<file path="src/mips_cfg.svh">
`ifndef MIPS_CFG_SVH
`define MIPS_CFG_SVH

// Data words and addresses share one width
`define MIPS_XLEN 32

// Register file geometry
`define MIPS_REG_AW 5
`define MIPS_NREGS 32

`define MIPS_RESET_PC 32'h0000_0000   // First fetch address

`endif

</file>
<file path="src/mips_isa_pkg.sv">
`default_nettype none

`include "mips_cfg.svh"

package mips_isa_pkg;

  typedef logic [`MIPS_XLEN-1:0]   word_t;
  typedef logic [`MIPS_REG_AW-1:0] reg_addr_t;
  typedef logic [5:0]              opcode_t;
  typedef logic [5:0]              funct_t;
  typedef logic [2:0]              alu_op_t;
  typedef logic [15:0]             imm_t;

  // Primary opcodes
  localparam opcode_t OP_RTYPE = 6'b000000;
  localparam opcode_t OP_LW    = 6'b100011;
  localparam opcode_t OP_SW    = 6'b101011;
  localparam opcode_t OP_BEQ   = 6'b000100;
  localparam opcode_t OP_BNE   = 6'b000101;
  localparam opcode_t OP_ADDI  = 6'b001000;
  localparam opcode_t OP_ADDIU = 6'b001001;

  // R-type function codes
  localparam funct_t FN_ADD  = 6'b100000;
  localparam funct_t FN_ADDU = 6'b100001;
  localparam funct_t FN_SUB  = 6'b100010;
  localparam funct_t FN_SUBU = 6'b100011;
  localparam funct_t FN_AND  = 6'b100100;
  localparam funct_t FN_OR   = 6'b100101;
  localparam funct_t FN_SLT  = 6'b101010;

  localparam alu_op_t ALU_AND = 3'b000;
  localparam alu_op_t ALU_OR  = 3'b001;
  localparam alu_op_t ALU_ADD = 3'b010;
  localparam alu_op_t ALU_SUB = 3'b110;
  localparam alu_op_t ALU_SLT = 3'b111;   // Signed compare

endpackage

`default_nettype wire

</file>
<file path="src/mips_pipe_pkg.sv">
`default_nettype none

package mips_pipe_pkg;
  import mips_isa_pkg::*;

  // One control bundle per stage that consumes it
  typedef struct packed {
    alu_op_t alu_op;
    logic    alu_src;     // Immediate as operand B
    logic    reg_dst;     // Write rd instead of rt
    logic    branch;
    logic    branch_ne;   // Taken when operands differ
    logic    mem_read;
  } ex_ctrl_t;

  typedef struct packed {
    logic mem_write;
  } mem_ctrl_t;

  typedef struct packed {
    logic reg_write;
    logic mem_to_reg;     // Load data instead of ALU result
  } wb_ctrl_t;

  // Operand source in execute
  typedef logic [1:0] fwd_sel_t;

  localparam fwd_sel_t FWD_NONE = 2'b00;
  localparam fwd_sel_t FWD_MEM  = 2'b01;
  localparam fwd_sel_t FWD_WB   = 2'b10;

  typedef struct packed {
    fwd_sel_t fwd_a;
    fwd_sel_t fwd_b;
  } fwd_t;

  //--------------------------------------------------------------------------
  // Data pipeline registers

  typedef struct packed {
    word_t pc_plus4;
    word_t instr;
  } if_id_t;

  typedef struct packed {
    word_t     pc_plus4;
    word_t     rd1;
    word_t     rd2;
    word_t     sign_imm;
    reg_addr_t rs;
    reg_addr_t rt;
    reg_addr_t rd;
  } id_ex_t;

  typedef struct packed {
    word_t     alu_out;
    word_t     write_data;
    reg_addr_t write_reg;
  } ex_mem_t;

  typedef struct packed {
    word_t     alu_out;
    word_t     read_data;
    reg_addr_t write_reg;
  } mem_wb_t;

endpackage

`default_nettype wire

</file>
<file path="src/mips_control.sv">
`timescale 1ns/100ps
`default_nettype none

module mips_control import mips_isa_pkg::*, mips_pipe_pkg::*; (
  input  wire          clk,
  input  wire          rst_n,
  input  wire          flush_id_ex,
  input  wire opcode_t op,
  input  wire funct_t  funct,
  output ex_ctrl_t     ex_ctrl,
  output mem_ctrl_t    mem_ctrl,
  output wb_ctrl_t     wb_ctrl,
  output logic         ex_mem_read,
  output logic         mem_reg_write,
  output logic         wb_reg_write
);

  ex_ctrl_t  id_ex_ctrl;
  mem_ctrl_t id_mem_ctrl;
  wb_ctrl_t  id_wb_ctrl;
  alu_op_t   rtype_op;
  logic      funct_known;
  mem_ctrl_t ex_mem_ctrl;   // Travels with the instruction in execute
  wb_ctrl_t  ex_wb_ctrl;
  wb_ctrl_t  mem_wb_ctrl;

  // Function code of R-type instructions
  always_comb begin
    funct_known = 1'b1;
    case (funct)
      FN_ADD, FN_ADDU: rtype_op = ALU_ADD;   // No overflow trap
      FN_SUB, FN_SUBU: rtype_op = ALU_SUB;
      FN_AND:          rtype_op = ALU_AND;
      FN_OR:           rtype_op = ALU_OR;
      FN_SLT:          rtype_op = ALU_SLT;
      default: begin
        rtype_op    = ALU_AND;
        funct_known = 1'b0;
      end
    endcase
  end

  // Main decoder leaves all bundles at zero for unknown opcodes
  always_comb begin
    id_ex_ctrl  = '0;
    id_mem_ctrl = '0;
    id_wb_ctrl  = '0;
    case (op)
      OP_RTYPE: begin
        if (funct_known) begin
          id_ex_ctrl.alu_op    = rtype_op;
          id_ex_ctrl.reg_dst   = 1'b1;
          id_wb_ctrl.reg_write = 1'b1;
        end
      end
      OP_LW: begin
        id_ex_ctrl.alu_op     = ALU_ADD;
        id_ex_ctrl.alu_src    = 1'b1;
        id_ex_ctrl.mem_read   = 1'b1;
        id_wb_ctrl.reg_write  = 1'b1;
        id_wb_ctrl.mem_to_reg = 1'b1;
      end
      OP_SW: begin
        id_ex_ctrl.alu_op     = ALU_ADD;
        id_ex_ctrl.alu_src    = 1'b1;
        id_mem_ctrl.mem_write = 1'b1;
      end
      OP_BEQ, OP_BNE: begin
        id_ex_ctrl.alu_op    = ALU_SUB;   // Equality via zero flag
        id_ex_ctrl.branch    = 1'b1;
        id_ex_ctrl.branch_ne = (op == OP_BNE);
      end
      OP_ADDI, OP_ADDIU: begin
        id_ex_ctrl.alu_op    = ALU_ADD;
        id_ex_ctrl.alu_src   = 1'b1;
        id_wb_ctrl.reg_write = 1'b1;
      end
      default: ;
    endcase
  end

  //--------------------------------------------------------------------------
  // Control pipeline

  always_ff @(posedge clk) begin
    if (!rst_n || flush_id_ex) begin
      ex_ctrl     <= '0;   // Bubble
      ex_mem_ctrl <= '0;
      ex_wb_ctrl  <= '0;
    end else begin
      ex_ctrl     <= id_ex_ctrl;
      ex_mem_ctrl <= id_mem_ctrl;
      ex_wb_ctrl  <= id_wb_ctrl;
    end
  end

  always_ff @(posedge clk) begin
    if (!rst_n) begin
      mem_ctrl    <= '0;
      mem_wb_ctrl <= '0;
      wb_ctrl     <= '0;
    end else begin
      mem_ctrl    <= ex_mem_ctrl;
      mem_wb_ctrl <= ex_wb_ctrl;
      wb_ctrl     <= mem_wb_ctrl;
    end
  end

  assign ex_mem_read   = ex_ctrl.mem_read;
  assign mem_reg_write = mem_wb_ctrl.reg_write;
  assign wb_reg_write  = wb_ctrl.reg_write;

endmodule

`default_nettype wire

</file>
<file path="src/hazard_unit.sv">
`timescale 1ns/100ps
`default_nettype none

module hazard_unit import mips_isa_pkg::*, mips_pipe_pkg::*; (
  input  wire reg_addr_t id_rs,
  input  wire reg_addr_t id_rt,
  input  wire reg_addr_t ex_rs,
  input  wire reg_addr_t ex_rt,
  input  wire reg_addr_t ex_write_reg,
  input  wire reg_addr_t mem_write_reg,
  input  wire reg_addr_t wb_write_reg,
  input  wire            ex_mem_read,
  input  wire            mem_reg_write,
  input  wire            wb_reg_write,
  input  wire            branch_taken,
  output fwd_t           fwd,
  output logic           stall,
  output logic           flush_if_id,
  output logic           flush_id_ex
);

  // Younger result in memory stage has priority
  function automatic fwd_sel_t pick_src(input reg_addr_t src);
    if (mem_reg_write && mem_write_reg != '0 && mem_write_reg == src) begin
      return FWD_MEM;
    end else if (wb_reg_write && wb_write_reg != '0 && wb_write_reg == src) begin
      return FWD_WB;
    end
    return FWD_NONE;
  endfunction

  always_comb begin
    fwd.fwd_a = pick_src(ex_rs);
    fwd.fwd_b = pick_src(ex_rt);
  end

  // Load result not ready for the instruction right behind it
  assign stall = ex_mem_read && (ex_write_reg != '0) &&
                 (ex_write_reg == id_rs || ex_write_reg == id_rt);

  assign flush_if_id = branch_taken;
  assign flush_id_ex = stall || branch_taken;   // Bubble into execute

endmodule

`default_nettype wire

</file>
<file path="src/regfile.sv">
`timescale 1ns/100ps
`default_nettype none

`include "mips_cfg.svh"

module regfile import mips_isa_pkg::*; (
  input  wire            clk,
  input  wire            we,
  input  wire reg_addr_t ra1,
  input  wire reg_addr_t ra2,
  input  wire reg_addr_t wa,
  input  wire word_t     wd,
  output word_t          rd1,
  output word_t          rd2
);

  word_t regs [`MIPS_NREGS];

  always_ff @(posedge clk) begin
    if (we && wa != '0) begin
      regs[wa] <= wd;
    end
  end

  // Writeback data shows through in the same cycle
  assign rd1 = (ra1 == '0) ? '0 : (we && wa == ra1) ? wd : regs[ra1];
  assign rd2 = (ra2 == '0) ? '0 : (we && wa == ra2) ? wd : regs[ra2];

endmodule

`default_nettype wire

</file>
<file path="src/alu.sv">
`timescale 1ns/100ps
`default_nettype none

module alu import mips_isa_pkg::*; (
  input  wire word_t   a,
  input  wire word_t   b,
  input  wire alu_op_t op,
  output word_t        y,
  output logic         zero
);

  always_comb begin
    case (op)
      ALU_ADD: y = a + b;
      ALU_SUB: y = a - b;
      ALU_AND: y = a & b;
      ALU_OR:  y = a | b;
      ALU_SLT: y = word_t'($signed(a) < $signed(b));
      default: y = '0;
    endcase
  end

  assign zero = (y == '0);   // Branch compare result

endmodule

`default_nettype wire

</file>
<file path="src/mips_datapath.sv">
`timescale 1ns/100ps
`default_nettype none

`include "mips_cfg.svh"

module mips_datapath import mips_isa_pkg::*, mips_pipe_pkg::*; (
  input  wire            clk,
  input  wire            rst_n,
  input  wire            stall,
  input  wire            flush_if_id,
  input  wire ex_ctrl_t  ex_ctrl,
  input  wire mem_ctrl_t mem_ctrl,
  input  wire wb_ctrl_t  wb_ctrl,
  input  wire fwd_t      fwd,
  output opcode_t        op,
  output funct_t         funct,
  output reg_addr_t      id_rs,
  output reg_addr_t      id_rt,
  output reg_addr_t      ex_rs,
  output reg_addr_t      ex_rt,
  output reg_addr_t      ex_write_reg,
  output reg_addr_t      mem_write_reg,
  output reg_addr_t      wb_write_reg,
  output logic           branch_taken,
  output word_t          pc,
  input  wire word_t     instr,
  output logic           mem_write,
  output word_t          mem_addr,
  output word_t          mem_wdata,
  input  wire word_t     mem_rdata
);

  if_id_t    if_id_q;
  id_ex_t    id_ex_q;
  ex_mem_t   ex_mem_q;
  mem_wb_t   mem_wb_q;
  word_t     pc_plus4;
  imm_t      id_imm;
  reg_addr_t id_rd;
  word_t     id_sign_imm;
  word_t     id_rd1;
  word_t     id_rd2;
  word_t     ex_src_a;
  word_t     ex_fwd_b;      // Also the store data
  word_t     ex_src_b;
  word_t     ex_alu_out;
  word_t     ex_branch_target;
  logic      ex_zero;
  word_t     wb_result;

  //--------------------------------------------------------------------------
  // Fetch

  assign pc_plus4 = pc + word_t'(4);

  always_ff @(posedge clk) begin
    if (!rst_n) begin
      pc <= `MIPS_RESET_PC;
    end else if (branch_taken) begin
      pc <= ex_branch_target;
    end else if (!stall) begin
      pc <= pc_plus4;
    end
  end

  always_ff @(posedge clk) begin
    if (!rst_n || flush_if_id) begin
      if_id_q <= '0;
    end else if (!stall) begin   // Hold on load-use
      if_id_q.pc_plus4 <= pc_plus4;
      if_id_q.instr    <= instr;
    end
  end

  //--------------------------------------------------------------------------
  // Decode

  assign op          = if_id_q.instr[31:26];
  assign funct       = if_id_q.instr[5:0];
  assign id_rs       = if_id_q.instr[25:21];
  assign id_rt       = if_id_q.instr[20:16];
  assign id_rd       = if_id_q.instr[15:11];
  assign id_imm      = if_id_q.instr[15:0];
  assign id_sign_imm = {{(`MIPS_XLEN-16){id_imm[15]}}, id_imm};

  regfile i_regfile (
    .clk (clk),
    .we  (wb_ctrl.reg_write),
    .ra1 (id_rs),
    .ra2 (id_rt),
    .wa  (wb_write_reg),
    .wd  (wb_result),
    .rd1 (id_rd1),
    .rd2 (id_rd2)
  );

  always_ff @(posedge clk) begin
    if (!rst_n) begin
      id_ex_q <= '0;
    end else begin
      id_ex_q.pc_plus4 <= if_id_q.pc_plus4;
      id_ex_q.rd1      <= id_rd1;
      id_ex_q.rd2      <= id_rd2;
      id_ex_q.sign_imm <= id_sign_imm;
      id_ex_q.rs       <= id_rs;
      id_ex_q.rt       <= id_rt;
      id_ex_q.rd       <= id_rd;
    end
  end

  //--------------------------------------------------------------------------
  // Execute

  function automatic word_t fwd_mux(input fwd_sel_t sel, input word_t reg_val,
                                    input word_t mem_val, input word_t wb_val);
    case (sel)
      FWD_MEM: return mem_val;
      FWD_WB:  return wb_val;
      default: return reg_val;
    endcase
  endfunction

  assign ex_rs        = id_ex_q.rs;
  assign ex_rt        = id_ex_q.rt;
  assign ex_write_reg = ex_ctrl.reg_dst ? id_ex_q.rd : id_ex_q.rt;

  assign ex_src_a = fwd_mux(fwd.fwd_a, id_ex_q.rd1, ex_mem_q.alu_out, wb_result);
  assign ex_fwd_b = fwd_mux(fwd.fwd_b, id_ex_q.rd2, ex_mem_q.alu_out, wb_result);
  assign ex_src_b = ex_ctrl.alu_src ? id_ex_q.sign_imm : ex_fwd_b;

  alu i_alu (
    .a    (ex_src_a),
    .b    (ex_src_b),
    .op   (ex_ctrl.alu_op),
    .y    (ex_alu_out),
    .zero (ex_zero)
  );

  // Word offset relative to the delay-free pc+4
  assign ex_branch_target = id_ex_q.pc_plus4 + {id_ex_q.sign_imm[`MIPS_XLEN-3:0], 2'b00};
  assign branch_taken     = ex_ctrl.branch && (ex_zero != ex_ctrl.branch_ne);

  //--------------------------------------------------------------------------
  // Memory and writeback

  always_ff @(posedge clk) begin
    if (!rst_n) begin
      ex_mem_q <= '0;
      mem_wb_q <= '0;
    end else begin
      ex_mem_q.alu_out    <= ex_alu_out;
      ex_mem_q.write_data <= ex_fwd_b;
      ex_mem_q.write_reg  <= ex_write_reg;
      mem_wb_q.alu_out    <= ex_mem_q.alu_out;
      mem_wb_q.read_data  <= mem_rdata;
      mem_wb_q.write_reg  <= ex_mem_q.write_reg;
    end
  end

  assign mem_write     = mem_ctrl.mem_write;
  assign mem_addr      = ex_mem_q.alu_out;
  assign mem_wdata     = ex_mem_q.write_data;
  assign mem_write_reg = ex_mem_q.write_reg;

  assign wb_write_reg = mem_wb_q.write_reg;
  assign wb_result    = wb_ctrl.mem_to_reg ? mem_wb_q.read_data : mem_wb_q.alu_out;

endmodule

`default_nettype wire

</file>
<file path="src/mips.sv">
`timescale 1ns/100ps
`default_nettype none

module mips import mips_isa_pkg::*, mips_pipe_pkg::*; (
  input  wire        clk,
  input  wire        rst_n,
  output wire word_t pc,
  input  wire word_t instr,
  output wire        mem_write,
  output wire word_t mem_addr,
  output wire word_t mem_wdata,
  input  wire word_t mem_rdata
);

  opcode_t   op;
  funct_t    funct;
  ex_ctrl_t  ex_ctrl;
  mem_ctrl_t mem_ctrl;
  wb_ctrl_t  wb_ctrl;
  fwd_t      fwd;
  reg_addr_t id_rs;
  reg_addr_t id_rt;
  reg_addr_t ex_rs;
  reg_addr_t ex_rt;
  reg_addr_t ex_write_reg;
  reg_addr_t mem_write_reg;
  reg_addr_t wb_write_reg;
  logic      ex_mem_read;
  logic      mem_reg_write;
  logic      wb_reg_write;
  logic      branch_taken;
  logic      stall;
  logic      flush_if_id;
  logic      flush_id_ex;

  mips_control i_control (
    .clk           (clk),
    .rst_n         (rst_n),
    .flush_id_ex   (flush_id_ex),
    .op            (op),            // Decode stage fields
    .funct         (funct),
    .ex_ctrl       (ex_ctrl),
    .mem_ctrl      (mem_ctrl),
    .wb_ctrl       (wb_ctrl),
    .ex_mem_read   (ex_mem_read),
    .mem_reg_write (mem_reg_write),
    .wb_reg_write  (wb_reg_write)
  );

  hazard_unit i_hazard (
    .id_rs         (id_rs),
    .id_rt         (id_rt),
    .ex_rs         (ex_rs),
    .ex_rt         (ex_rt),
    .ex_write_reg  (ex_write_reg),
    .mem_write_reg (mem_write_reg),
    .wb_write_reg  (wb_write_reg),
    .ex_mem_read   (ex_mem_read),
    .mem_reg_write (mem_reg_write),
    .wb_reg_write  (wb_reg_write),
    .branch_taken  (branch_taken),
    .fwd           (fwd),
    .stall         (stall),
    .flush_if_id   (flush_if_id),
    .flush_id_ex   (flush_id_ex)
  );

  mips_datapath i_datapath (
    .clk           (clk),
    .rst_n         (rst_n),
    .stall         (stall),
    .flush_if_id   (flush_if_id),
    .ex_ctrl       (ex_ctrl),
    .mem_ctrl      (mem_ctrl),
    .wb_ctrl       (wb_ctrl),
    .fwd           (fwd),
    .op            (op),
    .funct         (funct),
    .id_rs         (id_rs),
    .id_rt         (id_rt),
    .ex_rs         (ex_rs),
    .ex_rt         (ex_rt),
    .ex_write_reg  (ex_write_reg),
    .mem_write_reg (mem_write_reg),
    .wb_write_reg  (wb_write_reg),
    .branch_taken  (branch_taken),
    .pc            (pc),
    .instr         (instr),
    .mem_write     (mem_write),
    .mem_addr      (mem_addr),
    .mem_wdata     (mem_wdata),
    .mem_rdata     (mem_rdata)
  );

endmodule

`default_nettype wire

</file>
<file path="config.mk">
export PLATFORM = sky130hd
export DESIGN_NAME = mips
export DESIGN_NICKNAME = d
export VERILOG_FILES = /design/src/mips_isa_pkg.sv /design/src/mips_pipe_pkg.sv /design/src/mips_control.sv /design/src/hazard_unit.sv /design/src/regfile.sv /design/src/alu.sv /design/src/mips_datapath.sv /design/src/mips.sv
export VERILOG_INCLUDE_DIRS = /design/src
export SDC_FILE = /design/constraint.sdc
export NUM_CORES = 2
export LEC_CHECK = 0
export BUFFER_PORTS_ARGS = -buffer_cell sky130_fd_sc_hd__buf_2
export CAP_MARGIN = 20
export CORE_MARGIN = 4
export CORE_UTILIZATION = 29
export DETAILED_ROUTE_END_ITERATION = 10
export MAX_ROUTING_LAYER = met4
export SYNTH_ARGS = -nofsm -noshare
export SYNTH_HDL_FRONTEND = slang
export SYNTH_SLANG_ARGS = --single-unit
export TNS_END_PERCENT = 10
</file>
<file path="constraint.sdc">
create_clock -name clk -period 10.45 [get_ports clk]
set_clock_uncertainty 0.2 [all_clocks]
set_input_delay 2.09 -clock clk [delete_from_list [all_inputs] [get_ports clk]]
set_output_delay 2.09 -clock clk [all_outputs]
set_load 0.05 [all_outputs]
</file>
==> impl_metrics.tcl <==
set metrics [dict create \
    setup_slack_ps 1430 \
    clk_latency_ps 800 \
    grt_pass1_vias 44800 \
    postSynthRegisterBits 1395 \
    timing.final.crit_share 0.863 \
    cts_max_path_buffers 3 \
    vias 44800 \
    async_reset_ff_frac 0 \
    finish.net_count 5162 \
    largestRegisters "i_datapath.i_regfile.regs x1024, i_datapath.id_ex_q x112, i_datapath.mem_wb_q x64" \
    start_kind "flop" \
    area_growth_syn_to_layout_pct 14.2 \
    power.static_leakage_nw 26.4 \
    dp_hpwl_um 137000 \
    cap_violations 0 \
    ys.flop_type "edfxtp_1" \
    required_worst_endpoint_ps 10960 \
    syn_inst 4867 \
    initial_utilization 0.291 \
    post_cts_resize_count 0 \
    largest_reg_flops 1024 \
    yosys.cell_count.top_type "edfxtp_1" \
    fp-row-count 178 \
    largest_register "i_datapath.i_regfile.regs" \
    dpl-instance-area_sq_um 73400 \
    cts_hold_buffers 0 \
    drt_first_iter_violations 4398 \
    post-route-drc-count 0 \
    path_class "reg -> reg" \
    die-width_um 494 \
    synth.cell_area_sq_um 68600 \
    ios 163 \
    rsz_0062_raised_after_global_routing "false" \
    slew_headroom 0.220 \
    detail_route.wirelength_um 219000 \
    drt_pass1_iterations 7 \
    detail_route.vias_per_cell 5.44 \
    critical_path_arrival_ps 9530 \
    max_clock_freq_mhz 111 \
    die_h_um 494 \
    yosys_warnings 0 \
    clock-sinks 1395 \
    status "completed" \
    synth_commonest_cells "edfxtp_1 (1024), mux4_2 (558), dfxtp_1 (371)" \
    post_synthesis_mean_instance_area_sq_um 14.1 \
    antenna_found_initial 13 \
    cts_root_buffer "clkbuf_16" \
    die_area_sq_um 244000 \
    finalHoldViolCount 0 \
    synthTopCellsByArea "edfxtp_1 (45%), mux4_2 (18%), dfxtp_1 (11%)" \
    port_buffers 162 \
    cts.repair_timing.setup_buffer_count 0 \
    timing.critical_path.to_type "flop" \
    wire_per_inst_um 26.6 \
    grt_start_max_net_pins 99 \
    clock_tree_from_tritoncts "done" \
    drive_gt1_frac 0.233 \
    gpl.final_weighted_congestion 0.957 \
    hold_path.class "reg -> reg" \
    core_region_area_sq_um 235000 \
    synth_edf_count 1024 \
    hold_ws_ps 243 \
    grt_overflow_total 0 \
    first_pass_grt_wire_length_um 318000 \
    powerDensity_nw_per_um2 163 \
    timing.final.crit_period_ps 9020 \
    worstPathMaxFanout 64 \
    synth-seq-area-share 0.557 \
    layout.cells.non_filler 8238 \
    cts_inserted_buffers 149 \
    preCtsSetupSlack_ps 1430 \
    ir_drop_mv 0.155 \
    post_route_cell_area_sq_um 78300 \
    clkSlewWorstSetupHoldPaths_ps 60 \
    dpl.cell_count 7955 \
    worst_slew_pin_slew_ps 1140 \
    slew_violations 0 \
    grtUsageTotal 0.181 \
    setup_tns_ps 0 \
    synth_largest_area_cell "edfxtp_1" \
    remaining_antenna_violation_count 0 \
    yosysTopAreaCellShare 0.448 \
    htree_levels 4 \
    number_of_distinct_library_cells_after_synthesis 92 \
    setup_viol 0 \
]
where the power goes:
part | internal [W] | switching [W]
Combinational | 0.000547 | 0.000914
Clock | 0.00304 | 0.00225
Sequential | 0.00598 | 0.0000845
area by class of cell:
type,instances,area [sq um]
Clock inverter,76,802
Sequential cell,1395,38200
Inverter,148,556
Antenna cell,4,10.0
Multi-Input combinational cell,2999,28900
Fill cell,22800,157000
Clock buffer,196,4070
Tap cell,3150,3940
Timing Repair Buffer,270,1780
layer usage:
metal / global-route usage / vias up / wire length [um]
met5: - / - / 0
met1: 0.236 / 23200 / 90500
met2: 0.288 / 2025 / 105000
met4: 0.0576 / 0 / 7070
li1: - / 19200 / -
met3: 0.0314 / 402 / 17200
path summary, 6_finish.rpt:
kind / startpoint / to / slack, ps / cells after the start
min: i_datapath.if_id_q[37]$_SDFFE_PP0N_ / i_datapath.id_ex_q[116]$_SDFF_PN0_ / 240 / 1
min reg2reg: i_datapath.if_id_q[37]$_SDFFE_PP0N_ / i_datapath.id_ex_q[116]$_SDFF_PN0_ / 240 / 1
max reg2reg: i_datapath.wb_write_reg[3]$_SDFF_PN0_ / i_datapath.id_rt[2]$_SDFFE_PP0N_ / 1430 / 22
max: i_datapath.wb_write_reg[3]$_SDFF_PN0_ / i_datapath.id_rt[2]$_SDFFE_PP0N_ / 1430 / 22
placed cells by master, fill, tap and decap left out, types with 22 or more instances in the layout:
cell,n
nand2b_1,36
clkbuf_1,35
mux4_2,558
dfxtp_1,359
o211ai_1,36
mux2i_1,138
nand3_1,67
o31ai_1,24
nor2b_1,60
o21a_1,27
clkinv_1,24
nor2_4,32
a211oi_1,166
and2_1,178
xor2_1,54
a221oi_1,26
mux2_2,42
edfxtp_1,1024
inv_1,147
o22ai_1,29
and3_1,24
a21oi_1,201
ha_1,130
buf_2,162
xnor2_1,79
buf_4,93
nor2_1,198
a21o_1,33
o21ai_0,207
nand4_1,22
clkbuf_16,152
nand2_1,308
clkinv_2,22
nor3_1,57
conb_1,32
kinds of logic (layout without fill, tap and decap cells):
group,count (synthesis),after routing,share of synthesized area
buf+inv,504,690,0.0281
compound gates,892,892,0.0862
flops,1395,1395,0.557
simple gates,1069,1069,0.0770
mux,740,740,0.211
xor+xnor,133,133,0.0170
other cells,1,36,0.0000547
fa+ha+maj,133,133,0.0246
per-stage QoR:
step           total power (W)  utilization
2_1_floorplan          0.00713            -
3_3_place_gp           0.00761        0.312
3_5_place_dp           0.00762        0.312
4_1_cts                 0.0129        0.332
5_1_grt                 0.0133        0.333
6_report                0.0128        0.333
critical path, cell delays in order (launching register included):
cell and delay (ps):
dfxtp_1 430, or3_1 570, o31ai_1 730, nor4_2 160, buf_12 230, o21ai_0 180
o21ai_0 110, mux2_2 310, ha_1 250, fa_1 480, a21o_1 230, a221o_1 410
a31oi_1 540, nor2_1 220, or2_1 280, mux2_1 330, nor4b_2 550, nand4_1 160
or4_4 570, o41ai_4 560, nand3_4 680, buf_4 510, a21oi_1 170
Note: power is estimated with default switching activity, not from simulation.
